`src/source/fcta_dm_pkg.sv`:
```
package fcta_dm_pkg;

    // one data-mover command
    localparam int dm_cmd_w = 72;

    // per-command configuration field ahead of the two mover commands
    localparam int cfg_w = 96;

    // command word as streamed: cfg, then mm2s and s2mm commands
    localparam int cmd_w = cfg_w + 2 * dm_cmd_w;

    // BRAM word, command sits in the low cmd_w bits
    localparam int bram_data_w = 256;

    // data-mover status byte
    localparam int sts_w = 8;

    // error bits of the status byte (internal, decode and slave errors)
    localparam int sts_err_lsb = 4;
    localparam int sts_err_w = 3;

    typedef logic [cmd_w-1:0] cmd_t;

    typedef logic [bram_data_w-1:0] bram_word_t;

    typedef logic [sts_w-1:0] sts_t;

endpackage

```
`src/source/fcta_seq_pkg.sv`:
```
package fcta_seq_pkg;

    // width of all command, item and repeat counters
    localparam int cnt_w = 16;

    // counts and limits, a limit holds its count minus one
    typedef logic [cnt_w-1:0] cnt_t;

    // run state machine
    //   st_idle  waiting for a start edge
    //   st_strm  reading BRAM and streaming commands
    //   st_wait  all commands out, collecting statuses
    typedef enum logic [1:0] {
        st_idle,
        st_strm,
        st_wait
    } seq_state_t;

endpackage

```
`src/source/fcta_cmd_fetch.sv`:
```
`timescale 1ns/1ps

module fcta_cmd_fetch #(
    parameter int bram_addr_w = 10
) (
    input  logic                    clk,
    input  logic                    rstn,
    input  logic                    clr,
    input  logic                    fetch_go,
    input  fcta_seq_pkg::cnt_t      num_cmd,
    input  fcta_seq_pkg::cnt_t      num_rpt,
    output logic [bram_addr_w-1:0]  bram_addr,
    output logic                    bram_en,
    input  fcta_dm_pkg::bram_word_t bram_dout,
    output logic                    cmd_tvalid,
    output fcta_dm_pkg::cmd_t       cmd_tdata,
    input  logic                    cmd_tready,
    output logic                    stream_done
);

    import fcta_dm_pkg::*;
    import fcta_seq_pkg::*;

    // read position in the sweep and sweep number
    cnt_t cnt_cmd;
    cnt_t cnt_rpt;

    // reads still to be issued in this run
    logic rd_left;

    // word now in the output slot is the final command of the run
    logic slot_last;

    logic slot_free;
    logic cmd_wrap;
    logic last_rd;

    // slot is free when empty or being taken this cycle
    assign slot_free = !cmd_tvalid || cmd_tready;

    // no read under back-pressure, so the BRAM output holds the command
    assign bram_en = fetch_go && rd_left && slot_free;

    assign cmd_wrap = (cnt_cmd == num_cmd);
    assign last_rd = cmd_wrap && (cnt_rpt == num_rpt);

    assign bram_addr = cnt_cmd[bram_addr_w-1:0];

    always_ff @(posedge clk) begin
        if (!rstn) begin
            cnt_cmd <= '0;
            cnt_rpt <= '0;
        end else if (clr) begin
            cnt_cmd <= '0;
            cnt_rpt <= '0;
        end else if (bram_en) begin
            if (cmd_wrap) begin
                cnt_cmd <= '0;
                cnt_rpt <= last_rd ? '0 : cnt_rpt + 1'b1;
            end else begin
                cnt_cmd <= cnt_cmd + 1'b1;
            end
        end
    end

    always_ff @(posedge clk) begin
        if (!rstn) begin
            rd_left <= 1'b0;
        end else if (clr) begin
            rd_left <= 1'b1;
        end else if (bram_en && last_rd) begin
            rd_left <= 1'b0;
        end
    end

    // valid follows each read by one cycle, dropped at once when the run stops
    always_ff @(posedge clk) begin
        if (!rstn) begin
            cmd_tvalid <= 1'b0;
            slot_last <= 1'b0;
        end else if (!fetch_go) begin
            cmd_tvalid <= 1'b0;
            slot_last <= 1'b0;
        end else if (bram_en) begin
            cmd_tvalid <= 1'b1;
            slot_last <= last_rd;
        end else if (cmd_tready) begin
            cmd_tvalid <= 1'b0;
            slot_last <= 1'b0;
        end
    end

    assign cmd_tdata = bram_dout[cmd_w-1:0];

    assign stream_done = cmd_tvalid && cmd_tready && slot_last;

    // held command must not change, relies on the BRAM keeping its output
    a_tdata_hold: assert property (@(posedge clk) disable iff (!rstn)
        cmd_tvalid && !cmd_tready |=> $stable(cmd_tdata));

endmodule

```
`src/source/fcta_sts_track.sv`:
```
`timescale 1ns/1ps

module fcta_sts_track (
    input  logic               clk,
    input  logic               rstn,
    input  logic               clr,
    input  logic               sts_en,
    input  fcta_seq_pkg::cnt_t num_item,
    input  fcta_seq_pkg::cnt_t num_rpt,
    input  logic               sts_tvalid,
    input  fcta_dm_pkg::sts_t  sts_tdata,
    output logic               sts_tready,
    output logic               done,
    output logic               err_hit,
    output fcta_dm_pkg::sts_t  last
);

    import fcta_dm_pkg::*;
    import fcta_seq_pkg::*;

    // item inside the current sweep and sweep number
    cnt_t cnt_item;
    cnt_t cnt_rpt;

    logic acc;
    logic item_wrap;
    logic final_item;
    logic sts_bad;

    assign sts_tready = sts_en;
    assign acc = sts_tvalid && sts_tready;

    assign item_wrap = (cnt_item == num_item);
    assign final_item = item_wrap && (cnt_rpt == num_rpt);

    // any error bit set
    assign sts_bad = |sts_tdata[sts_err_lsb +: sts_err_w];

    always_ff @(posedge clk) begin
        if (!rstn) begin
            cnt_item <= '0;
            cnt_rpt <= '0;
        end else if (clr) begin
            cnt_item <= '0;
            cnt_rpt <= '0;
        end else if (acc) begin
            if (item_wrap) begin
                cnt_item <= '0;
                cnt_rpt <= final_item ? '0 : cnt_rpt + 1'b1;
            end else begin
                cnt_item <= cnt_item + 1'b1;
            end
        end
    end

    // sticky until the next run
    always_ff @(posedge clk) begin
        if (!rstn) begin
            done <= 1'b0;
        end else if (clr) begin
            done <= 1'b0;
        end else if (acc && final_item) begin
            done <= 1'b1;
        end
    end

    always_ff @(posedge clk) begin
        if (!rstn) begin
            err_hit <= 1'b0;
        end else begin
            err_hit <= acc && sts_bad;
        end
    end

    always_ff @(posedge clk) begin
        if (acc) begin
            last <= sts_tdata;
        end
    end

    // mover must not report more statuses than commands it was given
    a_no_extra_sts: assert property (@(posedge clk) disable iff (!rstn)
        done |-> !acc);

endmodule

```
`src/source/fcta_seq_fsm.sv`:
```
`timescale 1ns/1ps

module fcta_seq_fsm (
    input  logic clk,
    input  logic rstn,
    input  logic start,
    input  logic stream_done,
    input  logic mm2s_done,
    input  logic s2mm_done,
    input  logic mm2s_err_hit,
    input  logic s2mm_err_hit,
    output logic clr,
    output logic fetch_go,
    output logic sts_en,
    output logic busy,
    output logic err
);

    import fcta_seq_pkg::*;

    seq_state_t state;

    logic start_q;
    logic start_edge;
    logic abort;

    always_ff @(posedge clk) begin
        if (!rstn) begin
            start_q <= 1'b0;
        end else begin
            start_q <= start;
        end
    end

    // start only counts while idle
    assign start_edge = start && !start_q && (state == st_idle);

    assign abort = mm2s_err_hit || s2mm_err_hit;

    always_ff @(posedge clk) begin
        if (!rstn) begin
            state <= st_idle;
        end else begin
            case (state)
                st_idle: begin
                    if (start_edge) begin
                        state <= st_strm;
                    end
                end
                st_strm: begin
                    if (abort) begin
                        state <= st_idle;
                    end else if (stream_done) begin
                        state <= st_wait;
                    end
                end
                st_wait: begin
                    // an error ends the run as well
                    if (abort || (mm2s_done && s2mm_done)) begin
                        state <= st_idle;
                    end
                end
                default: begin
                    state <= st_idle;
                end
            endcase
        end
    end

    always_ff @(posedge clk) begin
        if (!rstn) begin
            err <= 1'b0;
        end else if (clr) begin
            err <= 1'b0;
        end else if (abort) begin
            err <= 1'b1;
        end
    end

    assign clr = start_edge;

    // fetching stops in the error cycle itself so no command follows err
    assign fetch_go = (state == st_strm) && !abort;
    assign sts_en = (state == st_strm) || (state == st_wait);
    assign busy = (state != st_idle);

    a_go_not_idle: assert property (@(posedge clk) disable iff (!rstn)
        !(fetch_go && state == st_idle));

endmodule

```
`src/source/fcta_ctl.sv`:
```
`timescale 1ns/1ps

module fcta_ctl #(
    parameter int bram_addr_w = 10
) (
    input  logic                    clk,
    input  logic                    rstn,
    input  logic                    start,

    // run shape, each a count minus one
    input  fcta_seq_pkg::cnt_t      num_cmd,
    input  fcta_seq_pkg::cnt_t      num_cmd_s2mm,
    input  fcta_seq_pkg::cnt_t      num_rpt,

    // read-only command BRAM
    output logic [bram_addr_w-1:0]  bram_addr,
    output logic                    bram_en,
    input  fcta_dm_pkg::bram_word_t bram_dout,

    // command stream
    output logic                    cmd_tvalid,
    output fcta_dm_pkg::cmd_t       cmd_tdata,
    input  logic                    cmd_tready,

    // status streams
    input  logic                    mm2s_sts_tvalid,
    input  fcta_dm_pkg::sts_t       mm2s_sts_tdata,
    output logic                    mm2s_sts_tready,
    input  logic                    s2mm_sts_tvalid,
    input  fcta_dm_pkg::sts_t       s2mm_sts_tdata,
    output logic                    s2mm_sts_tready,

    output fcta_dm_pkg::sts_t       mm2s_sts_last,
    output fcta_dm_pkg::sts_t       s2mm_sts_last,
    output logic                    busy,
    output logic                    err
);

    logic clr;
    logic fetch_go;
    logic sts_en;
    logic stream_done;
    logic mm2s_done;
    logic s2mm_done;
    logic mm2s_err_hit;
    logic s2mm_err_hit;

    fcta_seq_fsm fsm_i (
        .clk          (clk),
        .rstn         (rstn),
        .start        (start),
        .stream_done  (stream_done),
        .mm2s_done    (mm2s_done),
        .s2mm_done    (s2mm_done),
        .mm2s_err_hit (mm2s_err_hit),
        .s2mm_err_hit (s2mm_err_hit),
        .clr          (clr),
        .fetch_go     (fetch_go),
        .sts_en       (sts_en),
        .busy         (busy),
        .err          (err)
    );

    fcta_cmd_fetch #(
        .bram_addr_w (bram_addr_w)
    ) fetch_i (
        .clk         (clk),
        .rstn        (rstn),
        .clr         (clr),
        .fetch_go    (fetch_go),
        .num_cmd     (num_cmd),
        .num_rpt     (num_rpt),
        .bram_addr   (bram_addr),
        .bram_en     (bram_en),
        .bram_dout   (bram_dout),
        .cmd_tvalid  (cmd_tvalid),
        .cmd_tdata   (cmd_tdata),
        .cmd_tready  (cmd_tready),
        .stream_done (stream_done)
    );

    // one status per command per sweep
    fcta_sts_track mm2s_trk_i (
        .clk        (clk),
        .rstn       (rstn),
        .clr        (clr),
        .sts_en     (sts_en),
        .num_item   (num_cmd),
        .num_rpt    (num_rpt),
        .sts_tvalid (mm2s_sts_tvalid),
        .sts_tdata  (mm2s_sts_tdata),
        .sts_tready (mm2s_sts_tready),
        .done       (mm2s_done),
        .err_hit    (mm2s_err_hit),
        .last       (mm2s_sts_last)
    );

    // s2mm runs its own count per sweep
    fcta_sts_track s2mm_trk_i (
        .clk        (clk),
        .rstn       (rstn),
        .clr        (clr),
        .sts_en     (sts_en),
        .num_item   (num_cmd_s2mm),
        .num_rpt    (num_rpt),
        .sts_tvalid (s2mm_sts_tvalid),
        .sts_tdata  (s2mm_sts_tdata),
        .sts_tready (s2mm_sts_tready),
        .done       (s2mm_done),
        .err_hit    (s2mm_err_hit),
        .last       (s2mm_sts_last)
    );

endmodule

```
`config.mk`:
```
export PLATFORM = sky130hd
export DESIGN_NAME = fcta_ctl
export DESIGN_NICKNAME = d
export VERILOG_FILES = /design/src/source/fcta_dm_pkg.sv /design/src/source/fcta_seq_pkg.sv /design/src/source/fcta_cmd_fetch.sv /design/src/source/fcta_sts_track.sv /design/src/source/fcta_seq_fsm.sv /design/src/source/fcta_ctl.sv
export SDC_FILE = /design/constraint.sdc
export NUM_CORES = 1
export LEC_CHECK = 0
export BUFFER_PORTS_ARGS = -buffer_cell sky130_fd_sc_hd__buf_2
export CORE_AREA = 2 2 232 234
export CTS_BUF_LIST = sky130_fd_sc_hd__clkbuf_2 sky130_fd_sc_hd__clkbuf_4 sky130_fd_sc_hd__clkbuf_8
export CTS_CLUSTER_SIZE = 28
export DETAILED_ROUTE_END_ITERATION = 10
export DIE_AREA = 0 0 234 236
export PLACE_DENSITY = 0.46
export SETUP_SLACK_MARGIN = 0.05
export SLEW_MARGIN = 20
export SYNTH_ARGS = -nofsm -noshare
export SYNTH_HDL_FRONTEND = slang
export SYNTH_HIERARCHICAL = 1
export SYNTH_SLANG_ARGS = --single-unit
export TNS_END_PERCENT = 10
```
`constraint.sdc`:
```
create_clock -name clk -period 2.2 [get_ports clk]
set_input_delay 0.44 -clock clk [delete_from_list [all_inputs] [get_ports clk]]
set_output_delay 0.44 -clock clk [all_outputs]
set_load 0.1 [all_outputs]
```
==> results list, run 1 <==
- Run status: finished, final reports clean
- At the worst endpoint, the required time is 1.76 ns.
- The worst hold path belongs to the class in -> reg.
- The die is 234 µm wide.
- Number of placement rows: 85
- In this run, CTS created clock tree buffers numbering 17.
- In the final timing run, aggregate negative setup slack is 0 ns.
- For the worst flop-to-flop path, the logic depth is 8.
* Pin count of the biggest net entering global routing: 36
- Relative to the synthesized area, the layout overhead comes to 10.2%.
- Counting every instance in the synthesized netlist gives 1013.
- IR analysis of the VDD net gives a maximum drop of 0.615 mV.
* Worst hold slack: 0.118 ns
* Share of the synthesized area in the top cell type: 0.249
- The synthesized design contains 123 register bits.
- TritonCTS built the clock tree.
- Final non-filler cell total: roughly 1700
* Areal power density over the cells: 624 nW/µm²
- In the synthesized netlist, the cells that appear most often are sky130_fd_sc_hd__buf_4, sky130_fd_sc_hd__dfxtp_1, sky130_fd_sc_hd__nor2_1, sky130_fd_sc_hd__xnor2_1, sky130_fd_sc_hd__xor2_1.
* Slew of the pin with the lowest slew margin: just over 0.5 ns
- The initial antenna violation count is 1.
- Worst hold path depth: 1
* Largest area contributor in the synthesized netlist: sky130_fd_sc_hd__dfxtp_1
- Length of the first detailed-routing pass in iterations: 4
- Setup repair after global routing could not meet its margin everywhere.
- STA puts the critical path data arrival time at 1.67 ns.
- Max Buffers Root-to-Sink: 2
- Buffers inserted to repair hold after CTS numbered 0.
* Post-synth top flop: sky130_fd_sc_hd__dfxtp_1
* Initial Utilization: 0.162
- Unique masters post-synth: 56
- Counting every sink on the clock net gives 123.
* Number of slew-limit violations in the final report: 0
- Warning count from the yosys run: 6
- Subtracting the final worst setup slack from the clock period gives 2.11 ns.
- Top post-synthesis cells by area: sky130_fd_sc_hd__dfxtp_1, sky130_fd_sc_hd__buf_4, sky130_fd_sc_hd__xnor2_1
- Vias: 6455
- The average instance in the mapped netlist occupies 8.49 µm².
- The final layout contains routed wiring with a total length of 25000 µm.
- The number of nets in the synthesized netlist is 1349.
* Count of fill cells added during filler insertion: a little under 6000
* Skew-Pair Late Insertion Delay: roughly 0.49 ns
- Derived from the worst setup path, the maximum achievable clock frequency is ~470 MHz.
- Clock-pin slew was measured on the worst setup and hold paths at 0.09 ns.
- Cell area after technology mapping: roughly 8600 µm²
- The share of the Yosys chip area taken by registers is 0.305.
* Final routed DRC violation total: 0
- Number of nets at the end of the flow: 1286
- The via count of the first global-routing pass is 6346.
- Master cell of the clock root buffer: sky130_fd_sc_hd__clkbuf_8
- Clock Skews: 0.0206 ns
- GRT Overall Usage: 0.0907
- STA classifies the critical path endpoint as a primary output.
* Total die area: 55200 µm²
- Number of setup violations in the final report: 0
- Sort of element at the start of the critical path: flop
* H-tree lvl count: 4
- In the final routed layout, each cell accounts on average for 15.1 µm.
* Die height: 236 µm
- Total placed cells including tap cells: 1616
- Final period utilization: 0.961
- Detailed placement finished with a half-perimeter wire length of about 20000 µm.
* Last weighted congestion value of the routability-driven placer: between 0.8 and 0.9
- The analysis attributes to cell leakage a power of 3.35 nW.
- Headroom to the max-slew limit: 0.657
- DRC marker count from the first detailed-route iteration: just under 400
- For this design the top-level I/O count stands at about 600.
- Number of synthesized flops with an enable pin: 16
- In this run the remaining antenna-violating nets after routing total 0.
- After synthesis, the share of flip-flops with an asynchronous set or reset is 0.
* Layout Utilization: 0.179
- In the final layout, the share of cells above drive strength 1 is 0.333.
* Worst Path Class, Setup: reg -> out
- Standard cell core area: 53100 µm²
* Global-route wire length before repair: 37700 µm
- Remaining global-route overflow: 0
- In this run the worst path has a maximum fanout of 2.
- PortBufs: 101
* Final Hold Viols: 0
* Max-capacitance violation count: 0
* Via density per instance: 3.89
* Top-count cell post-synth: sky130_fd_sc_hd__buf_4
==> per-layer routing <==
metal | part of all wire | vias up | GRT usage
met5 | 0.0015 | - | 0.00536
met4 | 0.031 | 2 | 0.0418
met3 | 0.090 | 77 | 0.0393
met2 | 0.42 | 287 | 0.127
met1 | 0.46 | 3003 | 0.118
li1 | - | 3086 | -
==> cells by family (layout without fill, tap and decap cells) <==
kind of cell | Yosys count | count (layout) | synth area share
flops | 123 | 123 | 0.305
buf+inv | 294 | 244 | 0.244
fa+ha+maj | 10 | 10 | 0.0145
simple gates | 328 | 328 | 0.209
other cells | 0 | 1 | 0
xor+xnor | 141 | 141 | 0.145
mux | 5 | 5 | 0.00611
compound gates | 112 | 112 | 0.0771
==> timing repair <==
action,in CTS,in global routing
endpoints found under the setup margin,14,51
pin swaps,5,42
resized for setup,18,67
buffers inserted,3,8
==> placed cells by master, fill, tap and decap left out, types with 6 or more instances in the layout <==
master                     count
sky130_fd_sc_hd__a31oi_1      11
sky130_fd_sc_hd__and2_1        8
sky130_fd_sc_hd__a21oi_1      37
sky130_fd_sc_hd__a21oi_2      10
sky130_fd_sc_hd__ha_1          8
sky130_fd_sc_hd__buf_12       10
sky130_fd_sc_hd__nor2_1       84
sky130_fd_sc_hd__xor2_1       65
sky130_fd_sc_hd__or3_1        13
sky130_fd_sc_hd__xnor2_2      12
sky130_fd_sc_hd__nand4_1      42
sky130_fd_sc_hd__buf_2        97
sky130_fd_sc_hd__and3_1       22
sky130_fd_sc_hd__clkbuf_8     18
sky130_fd_sc_hd__nand3_1      26
sky130_fd_sc_hd__nor2b_1       6
sky130_fd_sc_hd__o31ai_1       8
sky130_fd_sc_hd__nor3_1        6
sky130_fd_sc_hd__buf_4        90
sky130_fd_sc_hd__xnor2_1      64
sky130_fd_sc_hd__or3b_1        6
sky130_fd_sc_hd__edfxtp_1     16
sky130_fd_sc_hd__o21ai_0      23
sky130_fd_sc_hd__nor4_1       11
sky130_fd_sc_hd__nand2_1      48
sky130_fd_sc_hd__dfxtp_1      87
sky130_fd_sc_hd__or4_1         9
sky130_fd_sc_hd__o21ai_1       7
sky130_fd_sc_hd__dfxtp_2      12
sky130_fd_sc_hd__dfxtp_4       8
==> cell type report <==
type,count,area [µm²],area share
Sequential cell,123,2670,0.281
Clock buffer,19,255,0.0269
Inverter,10,41.3,0.00436
Clock inverter,13,123,0.0129
Antenna cell,1,2.50,0.000264
Tap cell,696,871,0.0919
Multi-Input combinational cell,596,4100,0.433
Timing Repair Buffer,202,1420,0.150
==> flip-flops by register name, indices dropped and copies added, names as in the netlist <==
register             flops
fetch_i/cnt_cmd         16
fetch_i/cnt_rpt         16
mm2s_trk_i/cnt_item     16
mm2s_trk_i/cnt_rpt      16
s2mm_trk_i/cnt_item     16
s2mm_trk_i/cnt_rpt      16
mm2s_trk_i/last          8
s2mm_trk_i/last          8
fsm_i/state              2
fetch_i/cmd_tvalid       1
fetch_i/rd_left          1
fetch_i/slot_last        1
fsm_i/err                1
fsm_i/start_q            1
mm2s_trk_i/done          1
mm2s_trk_i/err_hit       1
s2mm_trk_i/done          1
s2mm_trk_i/err_hit       1
==> power breakdown <==
| part | internal (mW) | switching (mW) |
|---|---|---|
| clock | 0.938 | 1.07 |
| combinational | 0.495 | 1.02 |
| sequential | 2.35 | 0.0432 |
| total | 3.79 | 2.13 |
==> final timing paths <==
check	startpoint	endpoint	slack, ns
max reg2reg	mm2s_trk_i/cnt_item[9]	mm2s_trk_i/cnt_rpt[6]	0.09
max	fsm_i/state[1]	bram_en	0.09
min reg2reg	mm2s_trk_i/done	mm2s_trk_i/done	0.48
min	mm2s_sts_tdata[1]	mm2s_trk_i/last[1]	0.12
==> critical path: stages, from the launching register on <==
cell	delay, ns
sky130_fd_sc_hd__dfxtp_2	0.33
sky130_fd_sc_hd__inv_2	0.07
sky130_fd_sc_hd__ha_4	0.14
sky130_fd_sc_hd__nand2_4	0.04
sky130_fd_sc_hd__inv_2	0.06
sky130_fd_sc_hd__nand2_2	0.07
sky130_fd_sc_hd__buf_6	0.12
sky130_fd_sc_hd__nor2_4	0.15
sky130_fd_sc_hd__buf_12	0.20
==> metrics by stage <==
| stage | instance area, µm² | total power, mW | worst slack [ns] |
|---|---|---|---|
| finish | 9480 | 5.92 | 0.0858 |
| global route | 9480 | 6.25 | -0.0314 |
| CTS | 9200 | 6.02 | -0.0792 |
| detailed placement | 8760 | 3.88 | -0.152 |
| global placement | 8760 | 3.88 | -0.169 |
| floorplan | 8660 | 5.47 | -0.0246 |
(Power assumes the default switching activity.)
==> run 2, diff against run 1 <==
HOLD_SLACK_MARGIN = 0.03   (was unset)
RECOVER_POWER = 25   (was unset)
==> run 2 against run 1 <==
  * Critical path type unchanged
  * Sequential share of layout area about the same
  * Register-to-register slack about the same
  * Cell area about the same
  * Sequential cell count unchanged
  * Global-route usage unchanged
==> results list, run 2 (same netlist as run 1, synthesis figures left out) <==
* Run status: finished, final reports clean
- The transition time at the pin with the least slew margin is 0.510 ns (unchanged).
* Static leakage power: 3.33 nW (-0.41%)
- Required time of the critical path: 1.76 ns (about the same)
- The final hold violation count is 0 (unchanged).
- Clock Skews: 0.0206 ns (-0.0000118 ns)
* Final period utilization: 0.961 (about the same)
* Areal power density over the cells: 625 nW/µm² (about the same)
- Setup repair after global routing could not meet its margin everywhere.
* # hold bufs at CTS: 0 (unchanged)
* Highest-count cells in the layout ignoring fill and taps: sky130_fd_sc_hd__buf_2, sky130_fd_sc_hd__buf_4, sky130_fd_sc_hd__dfxtp_1, sky130_fd_sc_hd__nor2_1, sky130_fd_sc_hd__xor2_1
- The area occupied by registers is 2670 µm² (unchanged).
- Leaving out fill and tap cells, the most frequent cell in the layout is sky130_fd_sc_hd__buf_2.
- Hold Crit Endpoint: mm2s_trk_i/last[1]
- Worst hold-check path type: in -> reg
- The clock latency on the worst-skew pair came to 0.49 ns (about the same).
* Via density per instance: 3.89 (about the same)
- Standard cell core area: 53100 µm² (unchanged)
* Headroom to the max-slew limit: 0.657 (unchanged)
- Top sig layer: met5
- Length of the first detailed-routing pass in iterations: 4 (unchanged)
- DRC marker count from the first detailed-route iteration: 385 (unchanged)
- The clock-pin slew reported for the worst setup and hold paths after clock tree synthesis was 0.09 ns (about the same).
- The final-layout fill cell count was 5882 (+0.034%).
* Number of setup violations in the final report: 0 (unchanged)
* Number of slew-limit violations in the final report: 0 (unchanged)
- The total routed wire length on the met1 layer is 11500 µm (+0.16%).
* Number of placement rows: 85 (unchanged)
- The most numerous cell type found on the critical path is sky130_fd_sc_hd__inv_2.
- The layout-stage area growth over the synthesis result came to 10.1% (about the same).
- Max-capacitance violation count: 0 (unchanged)
- The total number of H-tree levels is 4 (unchanged).
- The worst setup path is captured at a primary output.
* Number of nets at the end of the flow: 1286 (unchanged)
- The initial antenna violation count came to 1 (unchanged).
- Worst Path Class, Setup: reg -> out
- TritonCTS built the clock tree.
* Detailed route wirelength on metal2: 10400 µm (about the same)
- The number of buffers on the longest clock path is 2 (unchanged).
* Worst hold path depth: 1 (unchanged)
- Remaining global-route overflow: 0 (unchanged)
* Post-route minimum period: 2.11 ns (-0.000000700 ns)
- In this run the critical register-to-register path is captured at mm2s_trk_i/cnt_rpt[6].
- The area of the multi-input gates was 4100 µm² (unchanged).
* Total length of routed wires: 25000 µm (about the same)
* Cell-by-cell trace of the critical path: inv_2 -> ha_4 -> nand2_4 -> inv_2 -> nand2_2 -> buf_6 -> nor2_4 -> buf_12
- The detail-routed net length per standard cell is 15.1 µm (about the same).
* Met3 wire length: 2260 µm (-0.27%)
* Global-route wire length before repair: 37700 µm (unchanged)
- The placer's final routability congestion estimate is 0.806 (unchanged).
- The initial standard-cell utilization of the core is 0.162 (unchanged).
- The half-perimeter wire length of the detailed placement result was 19600 µm (unchanged).
- The largest voltage drop on the vdd net was 0.616 mV (about the same).
* TritonCTS Buffers: 17 (unchanged)
* Layout cells sized above 1: 0.328 (-0.00519)
* Total die area: 55200 µm² (unchanged)
- The remaining number of nets flagged by the antenna check after routing came to 0 (unchanged).
* R2R depth: 8 (unchanged)
* Number of global-route vias before repair: 6346 (unchanged)
* Number of clock sinks seen by CTS: 123 (unchanged)
- Family of cells with the greatest summed delay on the critical path: buffers and inverters
* Pre-CTS WS: -0.152 ns (unchanged)
* Total placed cells including tap cells: 1616 (unchanged)
* Post-layout worst setup margin: 0.0858 ns (+0.000000700 ns)
- The horizontal extent of the die was 234 µm (unchanged).
* PortBufs: 101 (unchanged)
- Number of placed I/O pins: 598 (unchanged)
* Pin count of the biggest net entering global routing: 36 (unchanged)
* Peak Freq: 473 MHz (unchanged)
- Reg-to-reg setup timing slack: 0.09 ns (about the same)
* Die height: 236 µm (unchanged)
* Worst R2R Start: mm2s_trk_i/cnt_item[9]
- The count of unresolved DRC violations after routing is 0 (unchanged).
* Beginning of the worst hold path: mm2s_sts_tdata[1]
* Sort of element at the start of the critical path: flop
* Critical path's largest stage delay: 0.33 ns (about the same)
* GRT Overall Usage: 0.0907 (unchanged)
- Worst-path fanout max: 2 (unchanged)
- The buffering stage count on the worst path with inverters included was 4 (unchanged).
- Worst hold slack: 0.118 ns (+0.00000100 ns)
- The total number of vias was 6457 (+0.031%).
- The count of placed standard cells in the final layout, fillers left out is 1660 (unchanged).
- Master cell of the clock root buffer: sky130_fd_sc_hd__clkbuf_8
* WP data arrival: 1.67 ns (about the same)
* Worst path slowest cell: sky130_fd_sc_hd__dfxtp_2
==> run 2: cell count changes in the layout (fill, tap and decap cells not counted) <==
cell and change:
sky130_fd_sc_hd__clkbuf_1 +5, sky130_fd_sc_hd__buf_2 -5
==> run 2: per-stage QoR <==
| step | TNS [ns] | util | power [mW] | instance area, µm² |
|---|---|---|---|---|
| detailed placement | -3.71 | 0.165 | 3.88 | 8760 |
| CTS | -0.229 | 0.173 | 6.02 | 9200 |
| global placement | -3.56 | 0.165 | 3.88 | 8760 |
| finish | 0 | 0.179 | 5.92 | 9470 |
| global route | -0.0771 | 0.179 | 6.25 | 9470 |
| floorplan | -0.244 | - | 5.47 | 8660 |
==> run 2: how the worst max path moves through the flow <==
| stage | startpoint | endpoint | slack [ns] | depth (start not counted) |
|---|---|---|---|---|
| floorplan | fsm_i/state[1] | s2mm_trk_i/cnt_item[11] | -0.02 | 10 |
| global placement | num_cmd_s2mm[2] | s2mm_trk_i/cnt_rpt[6] | -0.17 | 9 |
| detailed placement | num_cmd_s2mm[2] | s2mm_trk_i/cnt_rpt[6] | -0.15 | 9 |
| CTS | fsm_i/state[0] | s2mm_sts_tready | -0.08 | 4 |
| global route | fsm_i/state[1] | bram_en | -0.03 | 8 |
| finish | fsm_i/state[1] | bram_en | 0.09 | 8 |
==> run 2: area by class of cell <==
class,count,area share
clock inverters,13,0.0129
well taps,696,0.0919
repair buffers,202,0.149
clock buffers,19,0.0269
diodes,1,0.000264
flip-flops and latches,123,0.282
inverters,10,0.00436
multi-input cells,596,0.433
==> run 2: report_power, final <==
part	leakage, nW	switching [mW]	internal (mW)
logic	2.13	1.02	0.494
clock network	0.182	1.07	0.938
registers	1.02	0.0432	2.35
total	3.33	2.13	3.78
==> run 2: metal layers <==
layer  GRT usage  up-vias
li1            -     3085
met1       0.118     3005
met4      0.0418        2
met5     0.00536        -
met2       0.127      288
met3      0.0393       77
==> run 2: timing repair <==
item	CTS	global route
endpoints found under the setup margin	14	51
resized for setup	18	67
buffers inserted	3	8
pin swaps	5	42
==> run 2: worst register-to-register path: stages, from the launching register on <==
cell and delay, ns:
sky130_fd_sc_hd__dfxtp_2 0.35, sky130_fd_sc_hd__xnor2_2 0.17, sky130_fd_sc_hd__nand4_1 0.18, sky130_fd_sc_hd__nor4_4 0.28
sky130_fd_sc_hd__buf_4 0.18, sky130_fd_sc_hd__nand3b_1 0.09, sky130_fd_sc_hd__buf_6 0.15, sky130_fd_sc_hd__or4_1 0.49
sky130_fd_sc_hd__a21oi_1 0.14
